===== config.mk =====
export PLATFORM = sky130hd
export DESIGN_NAME = lsu_store_top
export DESIGN_NICKNAME = d
export VERILOG_FILES = /design/src/rtl/lsu_pkg.sv /design/src/rtl/lsu_dc_arb.sv /design/src/rtl/lsu_dcache.sv /design/src/rtl/lsu_mshq.sv /design/src/rtl/lsu_sq.sv /design/src/rtl/lsu_store_top.sv
export SDC_FILE = /design/constraint.sdc
export NUM_CORES = 2
export LEC_CHECK = 0
export BUFFER_PORTS_ARGS = -buffer_cell sky130_fd_sc_hd__buf_2
export CAP_MARGIN = 20
export CORE_MARGIN = 1
export CORE_UTILIZATION = 50
export CTS_BUF_LIST = sky130_fd_sc_hd__clkbuf_2 sky130_fd_sc_hd__clkbuf_4 sky130_fd_sc_hd__clkbuf_8
export CTS_CLUSTER_DIAMETER = 60
export DETAILED_ROUTE_END_ITERATION = 12
export GPL_ROUTABILITY_DRIVEN = 0
export PLACE_DENSITY_LB_ADDON = 0.25
export SYNTH_ARGS = -nofsm -noshare
export SYNTH_HDL_FRONTEND = slang
export SYNTH_SLANG_ARGS = --single-unit

===== constraint.sdc =====
create_clock -name clk -period 7.69 [get_ports clk]
set_input_delay 0.3845 -clock clk [delete_from_list [all_inputs] [get_ports clk]]
set_output_delay 0.3845 -clock clk [all_outputs]
set_load 0.005 [all_outputs]

===== src/rtl/lsu_pkg.sv =====
// Shared LSU store-side types; byte masks assume DATA_W is a whole number of bytes
`default_nettype none

package lsu_pkg;

    parameter int ADDR_W    = 32;
    parameter int DATA_W    = 32;
    parameter int ROB_TAG_W = 6;

    typedef logic [ADDR_W-1:0]     addr_t;
    typedef logic [DATA_W-1:0]     data_t;
    // Bit n of a mask enables byte n of the word
    typedef logic [DATA_W/8-1:0]   mask_t;
    typedef logic [ROB_TAG_W-1:0]  rob_tag_t;

    // Store op as allocated by the ROB, data follows later
    typedef struct packed {
        rob_tag_t rob_tag;
        addr_t    addr;
        mask_t    mask;
    } sq_alloc_t;

    // Word write toward the cache, used for retiring stores and for fills
    typedef struct packed {
        addr_t addr;
        data_t data;
        mask_t mask;
    } st_write_t;

    // Fill sequencer of the MSHQ, one memory request in flight at most
    typedef enum logic {
        IDLE,
        WAIT_RESP
    } fill_state_t;

    // Replace the bytes of old_word that are enabled in mask with those of new_word
    function automatic data_t merge_bytes(data_t old_word, data_t new_word, mask_t mask);
        data_t r;
        r = old_word;
        for (int b = 0; b < DATA_W / 8; b++) begin
            if (mask[b]) begin
                r[b*8 +: 8] = new_word[b*8 +: 8];
            end
        end
        return r;
    endfunction

endpackage

`default_nettype wire


===== src/rtl/lsu_dc_arb.sv =====
// Cache write port arbiter; fills always win and a losing store is stalled, not queued
`timescale 1ns/100ps
`default_nettype none

module lsu_dc_arb (
    // Fill from the MSHQ
    input  wire logic                i_fill_en,
    input  wire lsu_pkg::st_write_t  i_fill,

    // Retiring store that hits in the cache
    input  wire logic                i_st_en,
    input  wire lsu_pkg::st_write_t  i_st,
    output logic                     o_st_grant,

    // The one write into the cache
    output logic                     o_wr_en,
    output lsu_pkg::st_write_t       o_wr
);

    // A fill frees an MSHQ entry and must not wait behind stores
    assign o_st_grant = !i_fill_en;

    // Either source may write, the fill taking the port when both ask
    assign o_wr_en = i_fill_en || i_st_en;

    // Store data passes only while no fill is present
    assign o_wr = i_fill_en ? i_fill : i_st;

endmodule

`default_nettype wire


===== src/rtl/lsu_dcache.sv =====
// Direct-mapped cache with one word per line; DC_SETS a power of two, no write-back of victims
`timescale 1ns/100ps
`default_nettype none

module lsu_dcache #(
    parameter int DC_SETS = 16
) (
    input  wire logic                clk,
    input  wire logic                n_rst,

    // Hit check for the retiring store
    input  wire lsu_pkg::addr_t      i_st_addr,
    output logic                     o_st_hit,

    // Granted write from the arbiter
    input  wire logic                i_wr_en,
    input  wire lsu_pkg::st_write_t  i_wr,

    // Load lookup
    input  wire lsu_pkg::addr_t      i_ld_addr,
    output logic                     o_ld_hit,
    output lsu_pkg::data_t           o_ld_data
);

    import lsu_pkg::*;

    localparam int IDX_W = $clog2(DC_SETS);
    localparam int TAG_W = ADDR_W - IDX_W;

    // Index is the low address bits and the tag is the rest
    logic [DC_SETS-1:0] line_valid;
    logic [TAG_W-1:0]   line_tag  [DC_SETS];
    data_t              line_data [DC_SETS];

    logic [IDX_W-1:0]   st_idx;
    logic [IDX_W-1:0]   ld_idx;
    logic [IDX_W-1:0]   wr_idx;

    assign st_idx = i_st_addr[IDX_W-1:0];
    assign ld_idx = i_ld_addr[IDX_W-1:0];
    assign wr_idx = i_wr.addr[IDX_W-1:0];

    // Both lookups are purely combinational against the current line
    assign o_st_hit  = line_valid[st_idx] && (line_tag[st_idx] == i_st_addr[ADDR_W-1:IDX_W]);
    assign o_ld_hit  = line_valid[ld_idx] && (line_tag[ld_idx] == i_ld_addr[ADDR_W-1:IDX_W]);
    assign o_ld_data = line_data[ld_idx];

    // Any write makes its line valid
    always_ff @(posedge clk, negedge n_rst) begin
        if (!n_rst) begin
            line_valid <= '0;
        end else if (i_wr_en) begin
            line_valid[wr_idx] <= 1'b1;
        end
    end

    // Stores only arrive on a hit so the old word is the one being updated
    // A fill carries a full mask and replaces the whole word
    always_ff @(posedge clk) begin
        if (i_wr_en) begin
            line_tag[wr_idx]  <= i_wr.addr[ADDR_W-1:IDX_W];
            line_data[wr_idx] <= merge_bytes(line_data[wr_idx], i_wr.data, i_wr.mask);
        end
    end

endmodule

`default_nettype wire


===== src/rtl/lsu_mshq.sv =====
// Miss holding queue; MSHQ_DEPTH of 2 or more, one memory request in flight, entries fill in age order
`timescale 1ns/100ps
`default_nettype none

module lsu_mshq #(
    parameter int MSHQ_DEPTH = 2
) (
    input  wire logic                clk,
    input  wire logic                n_rst,

    // Missed store from the store queue
    input  wire logic                i_alloc_en,
    input  wire lsu_pkg::st_write_t  i_store,
    output logic                     o_block,

    // Memory request and response
    output logic                     o_mem_req_en,
    output lsu_pkg::addr_t           o_mem_req_addr,
    input  wire logic                i_mem_resp_en,
    input  wire lsu_pkg::data_t      i_mem_resp_data,

    // Fill toward the cache write arbiter
    output logic                     o_fill_en,
    output lsu_pkg::st_write_t       o_fill
);

    import lsu_pkg::*;

    localparam int IDX_W = $clog2(MSHQ_DEPTH);

    logic [MSHQ_DEPTH-1:0] ent_valid;
    addr_t                 ent_addr [MSHQ_DEPTH];
    data_t                 ent_data [MSHQ_DEPTH];
    mask_t                 ent_mask [MSHQ_DEPTH];

    // Entries are taken at tail and freed at head so head is always the oldest
    logic [IDX_W-1:0]      head;
    logic [IDX_W-1:0]      tail;
    fill_state_t           state;

    logic [MSHQ_DEPTH-1:0] match;
    logic                  full;
    logic                  absorb;
    logic                  merge_en;
    logic                  new_en;
    data_t                 fill_word;

    always_comb begin
        for (int i = 0; i < MSHQ_DEPTH; i++) begin
            match[i] = ent_valid[i] && (ent_addr[i] == i_store.addr);
        end
    end

    assign full    = &ent_valid;
    assign o_block = full && !(|match);

    assign o_mem_req_en   = (state == IDLE) && ent_valid[head];
    assign o_mem_req_addr = ent_addr[head];
    assign o_fill_en      = (state == WAIT_RESP) && i_mem_resp_en;

    // A store to the word being filled joins the fill instead of the freed entry
    assign absorb   = o_fill_en && i_alloc_en && match[head];
    assign merge_en = i_alloc_en && (|match) && !absorb;
    assign new_en   = i_alloc_en && !(|match) && !full;

    // Stored bytes go over the memory word and a same-cycle store goes on top
    always_comb begin
        fill_word = merge_bytes(i_mem_resp_data, ent_data[head], ent_mask[head]);
        if (absorb) begin
            fill_word = merge_bytes(fill_word, i_store.data, i_store.mask);
        end
    end

    assign o_fill.addr = ent_addr[head];
    assign o_fill.data = fill_word;
    assign o_fill.mask = '1;

    always_ff @(posedge clk, negedge n_rst) begin
        if (!n_rst) begin
            ent_valid <= '0;
            head      <= '0;
            tail      <= '0;
            state     <= IDLE;
        end else begin
            // Head is free once the fill leaves toward the cache
            if (o_fill_en) begin
                ent_valid[head] <= 1'b0;
                head            <= (head == IDX_W'(MSHQ_DEPTH - 1)) ? '0 : head + 1'b1;
            end
            if (new_en) begin
                ent_valid[tail] <= 1'b1;
                tail            <= (tail == IDX_W'(MSHQ_DEPTH - 1)) ? '0 : tail + 1'b1;
            end
            case (state)
                IDLE:      if (o_mem_req_en) state <= WAIT_RESP;
                WAIT_RESP: if (i_mem_resp_en) state <= IDLE;
                default:   state <= IDLE;
            endcase
        end
    end

    // A later store overrides the bytes it shares with an earlier one
    always_ff @(posedge clk) begin
        for (int i = 0; i < MSHQ_DEPTH; i++) begin
            if (new_en && (tail == IDX_W'(i))) begin
                ent_addr[i] <= i_store.addr;
                ent_data[i] <= i_store.data;
                ent_mask[i] <= i_store.mask;
            end else if (merge_en && match[i]) begin
                ent_data[i] <= merge_bytes(ent_data[i], i_store.data, i_store.mask);
                ent_mask[i] <= ent_mask[i] | i_store.mask;
            end
        end
    end

endmodule

`default_nettype wire


===== src/rtl/lsu_sq.sv =====
// Store queue; SQ_DEPTH must be a power of two and ROB tags must be unique among valid slots
`timescale 1ns/100ps
`default_nettype none

module lsu_sq #(
    parameter int SQ_DEPTH = 8
) (
    input  wire logic                          clk,
    input  wire logic                          n_rst,
    input  wire logic                          i_flush,

    // Allocation from the ROB
    input  wire logic                          i_alloc_en,
    input  wire lsu_pkg::sq_alloc_t            i_alloc,
    output logic [$clog2(SQ_DEPTH)-1:0]        o_alloc_sq_tag,
    output logic                               o_sq_full,

    // Store data from execute
    input  wire logic                          i_data_en,
    input  wire logic [$clog2(SQ_DEPTH)-1:0]   i_data_sq_tag,
    input  wire lsu_pkg::data_t                i_data,

    // Retirement from the ROB
    input  wire logic                          i_ret_en,
    input  wire lsu_pkg::rob_tag_t             i_ret_tag,
    output logic                               o_ret_stall,
    output lsu_pkg::st_write_t                 o_ret_store,

    // Cache hit, MSHQ block and arbiter grant for the retiring store
    input  wire logic                          i_ret_hit,
    input  wire logic                          i_mshq_block,
    input  wire logic                          i_st_grant,
    output logic                               o_st_req_en,
    output logic                               o_mshq_alloc_en
);

    import lsu_pkg::*;

    localparam int SQ_TAG_W = $clog2(SQ_DEPTH);

    // Per-slot state, only the valid bits see reset
    logic [SQ_DEPTH-1:0] slot_valid;
    rob_tag_t            slot_tag  [SQ_DEPTH];
    addr_t               slot_addr [SQ_DEPTH];
    mask_t               slot_mask [SQ_DEPTH];
    data_t               slot_data [SQ_DEPTH];

    logic [SQ_DEPTH-1:0] empty;
    logic [SQ_DEPTH-1:0] alloc_sel;
    logic [SQ_DEPTH-1:0] ret_sel;
    logic [SQ_TAG_W-1:0] ret_slot;
    logic                allocating;
    logic                retiring;

    assign empty     = ~slot_valid;
    // Isolate the lowest set bit so the lowest free slot is picked
    assign alloc_sel = empty & ~(empty - 1'b1);
    assign o_sq_full = ~|empty;

    // A new op is dropped while the queue is full
    assign allocating = i_alloc_en && !o_sq_full;

    // One valid slot at most carries the retiring ROB tag
    always_comb begin
        for (int i = 0; i < SQ_DEPTH; i++) begin
            ret_sel[i] = slot_valid[i] && (slot_tag[i] == i_ret_tag);
        end
    end

    // Encode both one-hot selects into slot numbers
    always_comb begin
        logic [SQ_TAG_W-1:0] a;
        logic [SQ_TAG_W-1:0] r;
        a = '0;
        r = '0;
        for (int i = 0; i < SQ_DEPTH; i++) begin
            if (alloc_sel[i]) begin
                a = a | SQ_TAG_W'(i);
            end
            if (ret_sel[i]) begin
                r = r | SQ_TAG_W'(i);
            end
        end
        o_alloc_sq_tag = a;
        ret_slot       = r;
    end

    assign o_ret_store.addr = slot_addr[ret_slot];
    assign o_ret_store.data = slot_data[ret_slot];
    assign o_ret_store.mask = slot_mask[ret_slot];

    // A hit waits for the write port, a miss waits while the MSHQ cannot take it
    assign o_ret_stall = i_ret_en && (i_ret_hit ? !i_st_grant : i_mshq_block);
    assign retiring    = i_ret_en && !o_ret_stall;

    // The cache write request is raised on a hit and the arbiter decides
    assign o_st_req_en     = i_ret_en && i_ret_hit;
    assign o_mshq_alloc_en = i_ret_en && !i_ret_hit && !o_ret_stall;

    // Valid bits are set on allocation and cleared by flush or retirement
    always_ff @(posedge clk, negedge n_rst) begin
        if (!n_rst) begin
            slot_valid <= '0;
        end else if (i_flush) begin
            slot_valid <= '0;
        end else begin
            for (int i = 0; i < SQ_DEPTH; i++) begin
                if (allocating && alloc_sel[i]) begin
                    slot_valid[i] <= 1'b1;
                end else if (retiring && ret_sel[i]) begin
                    slot_valid[i] <= 1'b0;
                end
            end
        end
    end

    // Address, mask and tag come with allocation, data arrives by SQ tag
    always_ff @(posedge clk) begin
        for (int i = 0; i < SQ_DEPTH; i++) begin
            if (allocating && alloc_sel[i]) begin
                slot_tag[i]  <= i_alloc.rob_tag;
                slot_addr[i] <= i_alloc.addr;
                slot_mask[i] <= i_alloc.mask;
            end
            if (i_data_en && (i_data_sq_tag == SQ_TAG_W'(i))) begin
                slot_data[i] <= i_data;
            end
        end
    end

endmodule

`default_nettype wire


===== src/rtl/lsu_store_top.sv =====
// Store side of the LSU; one memory request at a time and no store-to-load forwarding
`timescale 1ns/100ps
`default_nettype none

module lsu_store_top #(
    parameter int SQ_DEPTH   = 8,
    parameter int MSHQ_DEPTH = 2,
    parameter int DC_SETS    = 16
) (
    input  wire logic                          clk,
    input  wire logic                          n_rst,
    input  wire logic                          i_flush,
    input  wire logic                          i_alloc_en,
    input  wire lsu_pkg::sq_alloc_t            i_alloc,
    output logic [$clog2(SQ_DEPTH)-1:0]        o_alloc_sq_tag,
    output logic                               o_sq_full,
    input  wire logic                          i_data_en,
    input  wire logic [$clog2(SQ_DEPTH)-1:0]   i_data_sq_tag,
    input  wire lsu_pkg::data_t                i_data,
    input  wire logic                          i_ret_en,
    input  wire lsu_pkg::rob_tag_t             i_ret_tag,
    output logic                               o_ret_stall,
    output logic                               o_mem_req_en,
    output lsu_pkg::addr_t                     o_mem_req_addr,
    input  wire logic                          i_mem_resp_en,
    input  wire lsu_pkg::data_t                i_mem_resp_data,
    input  wire lsu_pkg::addr_t                i_ld_addr,
    output logic                               o_ld_hit,
    output lsu_pkg::data_t                     o_ld_data
);

    import lsu_pkg::*;

    // Retiring store and its routing
    st_write_t ret_store;
    logic      ret_hit;
    logic      mshq_block;
    logic      st_grant;
    logic      st_req_en;
    logic      mshq_alloc_en;

    // Fill and granted cache write
    logic      fill_en;
    st_write_t fill;
    logic      wr_en;
    st_write_t wr;

    lsu_sq #(
        .SQ_DEPTH (SQ_DEPTH)
    ) lsu_sq_inst (
        .clk             (clk),
        .n_rst           (n_rst),
        .i_flush         (i_flush),
        .i_alloc_en      (i_alloc_en),
        .i_alloc         (i_alloc),
        .o_alloc_sq_tag  (o_alloc_sq_tag),
        .o_sq_full       (o_sq_full),
        .i_data_en       (i_data_en),
        .i_data_sq_tag   (i_data_sq_tag),
        .i_data          (i_data),
        .i_ret_en        (i_ret_en),
        .i_ret_tag       (i_ret_tag),
        .o_ret_stall     (o_ret_stall),
        .o_ret_store     (ret_store),
        .i_ret_hit       (ret_hit),
        .i_mshq_block    (mshq_block),
        .i_st_grant      (st_grant),
        .o_st_req_en     (st_req_en),
        .o_mshq_alloc_en (mshq_alloc_en)
    );

    lsu_mshq #(
        .MSHQ_DEPTH (MSHQ_DEPTH)
    ) lsu_mshq_inst (
        .clk             (clk),
        .n_rst           (n_rst),
        .i_alloc_en      (mshq_alloc_en),
        .i_store         (ret_store),
        .o_block         (mshq_block),
        .o_mem_req_en    (o_mem_req_en),
        .o_mem_req_addr  (o_mem_req_addr),
        .i_mem_resp_en   (i_mem_resp_en),
        .i_mem_resp_data (i_mem_resp_data),
        .o_fill_en       (fill_en),
        .o_fill          (fill)
    );

    lsu_dc_arb lsu_dc_arb_inst (
        .i_fill_en  (fill_en),
        .i_fill     (fill),
        .i_st_en    (st_req_en),
        .i_st       (ret_store),
        .o_st_grant (st_grant),
        .o_wr_en    (wr_en),
        .o_wr       (wr)
    );

    lsu_dcache #(
        .DC_SETS (DC_SETS)
    ) lsu_dcache_inst (
        .clk       (clk),
        .n_rst     (n_rst),
        .i_st_addr (ret_store.addr),
        .o_st_hit  (ret_hit),
        .i_wr_en   (wr_en),
        .i_wr      (wr),
        .i_ld_addr (i_ld_addr),
        .o_ld_hit  (o_ld_hit),
        .o_ld_data (o_ld_data)
    );

endmodule

`default_nettype wire


==> implementation parameters <==
Parameter                              Value

Pwr
  Internal power of the cells ... roughly 0.017 W
  Leakage power figure ... about 29 nW
  Clock share of power ... roughly 34%
  Fraction of power consumed by combinational cells ... roughly 15%
  Final Total Pwr ... about 0.023 W
  Switching fraction of total power ... between 20% and 30%
  Share of total power in sequential cells ... ~51%
  Switching power summed over all nets ... 0.00593 W
  Worst supply voltage drop on vdd ... about 0.15 mV
  Pwr dens ... 266 nW/um^2

Yosys
  Post-synth top area share ... about two thirds
  Simple-Gate Fraction of Synth Area ... ~9.0%
  Post-Synthesis Net Count ... around 4,800
  Synth async-reset ratio ... roughly 1.7%
  Number of instances in the synthesized netlist ... between 4,000 and 5,000
  Leading cell types by total area after synthesis ... sky130_fd_sc_hd__edfxtp_1 68%, sky130_fd_sc_hd__mux4_2 9.5%, sky130_fd_sc_hd__nand2_1 3.7%
  Count of flip-flops with a built-in enable after synthesis ... between 1,500 and 2,000
  Area of the mapped netlist ... 74,000 um^2
  Combinational family with the most area after synthesis ... multiplexers
  Avg Cell Area, Syn ... between 15 and 20 um^2
  Primary FF master, synth ... sky130_fd_sc_hd__edfxtp_1
  Arithmetic-cell share of the synthesized area counting full adders, half adders and majority gates ... 0%
  Most area-hungry cell type in the Yosys netlist ... sky130_fd_sc_hd__edfxtp_1
  Synth warn ... 0
  Number of synthesized register bits ... 1,717
  Complex-gate fraction of the synthesized area ... a little over 4%
  Xor and xnor area share after synthesis ... under 10%
  Distinct cells, synth ... 78
  Portion of netlist area occupied by mux cells ... between 10 and 15%
  Sequential share of the synthesized area ... a little over two thirds

Timing
  Relative max-transition margin ... 22.8%
  Final worst-path cycle share ... 96.9%
  Post-Route Skew ... 0.0523 ns
  Slew at the pin with the worst max-slew slack ... around 1.1 ns
  Setup TNS after final layout ... 0 ns
  Setup repair after global routing missed its margin ... no
  Timing-limited maximum frequency ... ~0.13 GHz
  Final hold violations ... 0
  Pins Over Slew Limit ... 0
  Shortest period the worst path allows ... around 7.5 ns
  Setup violations, final ... 0

Placement
  DP HPWL ... ~130 mm
  Count of buffers inserted at the top-level ports ... 224

Floorplanning
  Width of the die ... just under 400 um
  Initial core utilization ... 50.6%
  Core footprint ... 146,000 um^2
  Core Rows ... 140
  Overall die height ... 387 um
  Die area ... roughly 150,000 um^2
  IO Count ... ~230

Global route
  GRT Residual Overflow ... 0
  Wire length of the first global-routing pass ... just under 300 mm
  Number of global-route vias before repair ... 44,100
  GRT Total Usage ... around 27%
  Number of antenna violations at the first check in global routing ... 21
  Largest net degree at the start of global routing ... between 150 and 200

Route
  WL final ... around 200 mm
  Number of vias after detailed routing ... 44,500
  Via count normalized by instance count ... a little over 6
  Length of the first detailed-routing pass in iterations ... 8
  Post-DRT Antenna Nets ... 0
  DRC violation count after routing ... 0
  Violation count after the first detailed-routing iteration ... between 4,000 and 5,000
  Routed length per placed instance ... between 20 and 30 um

Clock network
  Clock transition time at the flip-flop clock pins of the worst setup and hold paths ... about 0.060 ns
  Clock tree sinks ... roughly 1,700
  Worst-skew pair later-pin latency ... a little under 1 ns
  Maximum count of clock buffers along a single path ... 4
  Master cell of the clock root buffer ... sky130_fd_sc_hd__clkbuf_8
  TritonCTS clock tree ... yes
  TritonCTS buffer count ... 289
  Max H-tree Level ... 5

Cells and area
  Register Area ... 51,400 um^2
  Multi-input gate area in the final layout ... 21,300 um^2
  Area Overhead vs Synth ... 14.3%
  Number of fillers in the final layout ... approximately 11,000
  Ratio of cells with drive above 1 in the final layout ... roughly a quarter
  Nets@finish ... between 5,000 and 6,000

Critical path
  Worst path required time ... 7.31 ns
  Critical Path Fanout Max ... between 40 and 50
  Endpoint kind of the worst setup timing path ... primary output
  Flop2flop setup slack ... roughly 0.52 ns
  Category of the worst setup path launch point ... flip-flop
  Path depth of the worst reg2reg path ... 18
  Setup Crit Path Kind ... flip-flop to primary output
  Endpoint of the lowest-slack register-to-register path ... lsu_dcache_inst.line_data[5][11]
  Critical path data arrival time ... just over 7 ns
  Launch point of the worst reg-to-reg path ... lsu_sq_inst.slot_valid[5]

Flow run
  Max-cap check violation count ... 0

Worst hold path
  Count of cells along the worst hold path ... 3
  Launch point of the worst hold path ... i_data_sq_tag[0]
  Kind of path behind the tightest hold check ... input pin to flip-flop
  Hold worst-path end ... lsu_sq_inst.slot_data[0][8]

Outcome
  Run status ... complete, no violations
## final cells by class
cell class / count / share of cell area [%]
Sequential cell: 1717 / 60.8
Multi-Input combinational cell: 2638 / 25.2
Clock buffer: 393 / 5.72
Timing Repair Buffer: 528 / 4.66
Tap cell: 1917 / 2.84
Clock inverter: 86 / 0.558
Inverter: 45 / 0.212
Antenna cell: 5 / 0.0148
## Yosys cell counts (17+ instances only)
cell type / number
sky130_fd_sc_hd__edfxtp_1: 1688
sky130_fd_sc_hd__nand2_1: 723
sky130_fd_sc_hd__mux4_2: 311
sky130_fd_sc_hd__nand3_1: 306
sky130_fd_sc_hd__mux2i_1: 206
sky130_fd_sc_hd__clkbuf_1: 164
sky130_fd_sc_hd__nor2_1: 130
sky130_fd_sc_hd__xnor2_1: 90
sky130_fd_sc_hd__and2_1: 82
sky130_fd_sc_hd__a211oi_1: 78
sky130_fd_sc_hd__a21oi_1: 77
sky130_fd_sc_hd__xor2_1: 76
sky130_fd_sc_hd__o21ai_0: 72
sky130_fd_sc_hd__buf_1: 65
sky130_fd_sc_hd__and3_1: 64
sky130_fd_sc_hd__mux2_2: 57
sky130_fd_sc_hd__inv_1: 43
sky130_fd_sc_hd__buf_2: 41
sky130_fd_sc_hd__nor2b_1: 33
sky130_fd_sc_hd__dfrtp_1: 29
sky130_fd_sc_hd__nand4_1: 29
sky130_fd_sc_hd__nor4_1: 29
sky130_fd_sc_hd__a32oi_1: 28
sky130_fd_sc_hd__a311oi_1: 23
sky130_fd_sc_hd__a21o_1: 18
sky130_fd_sc_hd__or4_1: 17
## per-stage QoR
stage / cells / hold slack (ns) / cell area (um^2) / utilization, % / setup WS [ns]
detailed placement: 6752 / 0.469 / 78400 / 53.6 / 0.511
finish: 7329 / 0.133 / 84600 / 57.8 / 0.239
global route: 7326 / 0.103 / 84600 / 57.8 / 0.0207
global placement: 6745 / 0.462 / 78300 / 53.5 / 0.608
CTS: 7313 / 0.0403 / 84500 / 57.8 / 0.350
floorplan: 4694 / 0.0889 / 74000 / - / 1.93
## registers in the layout, indices dropped and copies added, names as in the netlist, 16 cells and up
| register | cells |
|---|---|
| lsu_dcache_inst.line_data | 512 |
| lsu_dcache_inst.line_tag | 448 |
| lsu_dcache_inst.line_valid | 16 |
| lsu_mshq_inst.ent_addr | 64 |
| lsu_mshq_inst.ent_data | 64 |
| lsu_sq_inst.slot_addr | 256 |
| lsu_sq_inst.slot_data | 256 |
| lsu_sq_inst.slot_mask | 32 |
| lsu_sq_inst.slot_tag | 48 |
## worst max-delay path, stage by stage, from the launching register on
cell	delay, ns
sky130_fd_sc_hd__dfrtp_1	0.56
sky130_fd_sc_hd__nand4_1	0.20
sky130_fd_sc_hd__or4_1	0.66
sky130_fd_sc_hd__a41oi_1	0.28
sky130_fd_sc_hd__a2111oi_0	0.09
sky130_fd_sc_hd__or4_2	0.83
sky130_fd_sc_hd__inv_6	0.31
sky130_fd_sc_hd__buf_12	0.33
sky130_fd_sc_hd__mux2i_1	0.13
sky130_fd_sc_hd__mux2_2	0.30
sky130_fd_sc_hd__a2bb2oi_1	0.16
sky130_fd_sc_hd__o211ai_1	0.25
sky130_fd_sc_hd__o41ai_1	0.37
sky130_fd_sc_hd__nand4_1	0.29
sky130_fd_sc_hd__nor2_1	0.29
sky130_fd_sc_hd__nand3_1	0.23
sky130_fd_sc_hd__mux2i_1	0.46
sky130_fd_sc_hd__nor2_1	0.13
sky130_fd_sc_hd__buf_2	0.15
## worst max-delay path by stage
stage	start	endpoint	slack, ns	cells after the start
finish	lsu_sq_inst.slot_valid[5]	o_ret_stall	0.24	18
global route	lsu_sq_inst.slot_tag[1][6]	o_ret_stall	0.02	19
CTS	lsu_sq_inst.slot_tag[1][6]	o_ret_stall	0.35	19
detailed placement	i_ret_tag[3]	lsu_dcache_inst.line_data[15][0]	0.51	20
global placement	i_ret_tag[3]	lsu_dcache_inst.line_data[10][0]	0.61	20
floorplan	i_ret_tag[2]	lsu_dcache_inst.line_tag[0][0]	1.93	22
## routing by layer
metal  part of all wire, %  track usage, %  vias up
li1                      -               -    19300
met1                    40            37.3    22500
met2                    46            40.8     2234
met3                    10            7.83      443
met4                   3.1            9.11       26
met5                 0.086               0        -
## cells by family (layout without fill, tap and decap cells)
kind of cell,count (synthesis),in the layout
buffers and inverters,339,1052
other,0,5
and+or+nand+nor,1451,1451
DFF,1717,1717
muxes,598,598
xor gates and xnor gates,166,166
AOI/OAI and AO/OA,423,423
## power groups by stage
stage / clock [W] / combinational [W] / sequential (W)
final: 0.00765 / 0.00328 / 0.0116
after global routing: 0.00818 / 0.00346 / 0.0116
after CTS: 0.00780 / 0.00321 / 0.0116
after detailed placement: 0 / 0.00316 / 0.0118
after global placement: 0 / 0.00309 / 0.0117
after floorplan: 0 / 0.00181 / 0.0116
## cell usage in the layout (no fill, tap or decap), types with 67 or more instances in the layout
| cell | n |
|---|---|
| sky130_fd_sc_hd__a211oi_1 | 78 |
| sky130_fd_sc_hd__a21oi_1 | 75 |
| sky130_fd_sc_hd__and2_1 | 67 |
| sky130_fd_sc_hd__buf_2 | 222 |
| sky130_fd_sc_hd__buf_4 | 188 |
| sky130_fd_sc_hd__clkbuf_4 | 95 |
| sky130_fd_sc_hd__clkbuf_8 | 303 |
| sky130_fd_sc_hd__dlygate4sd3_1 | 82 |
| sky130_fd_sc_hd__edfxtp_1 | 1688 |
| sky130_fd_sc_hd__mux2i_1 | 206 |
| sky130_fd_sc_hd__mux4_2 | 311 |
| sky130_fd_sc_hd__nand2_1 | 721 |
| sky130_fd_sc_hd__nand3_1 | 306 |
| sky130_fd_sc_hd__nor2_1 | 120 |
| sky130_fd_sc_hd__o21ai_0 | 68 |
| sky130_fd_sc_hd__xnor2_1 | 90 |
| sky130_fd_sc_hd__xor2_1 | 76 |
## timing repair
| action | CTS | global route |
|---|---|---|
| resized for setup | 0 | 2 |
| buffers inserted | 0 | 0 |
| hold buffers | 82 | 0 |
| endpoints found under the setup margin | 0 | 1 |
| endpoints found under the hold margin | 657 | 0 |
Note: power is estimated with default switching activity, not from simulation.
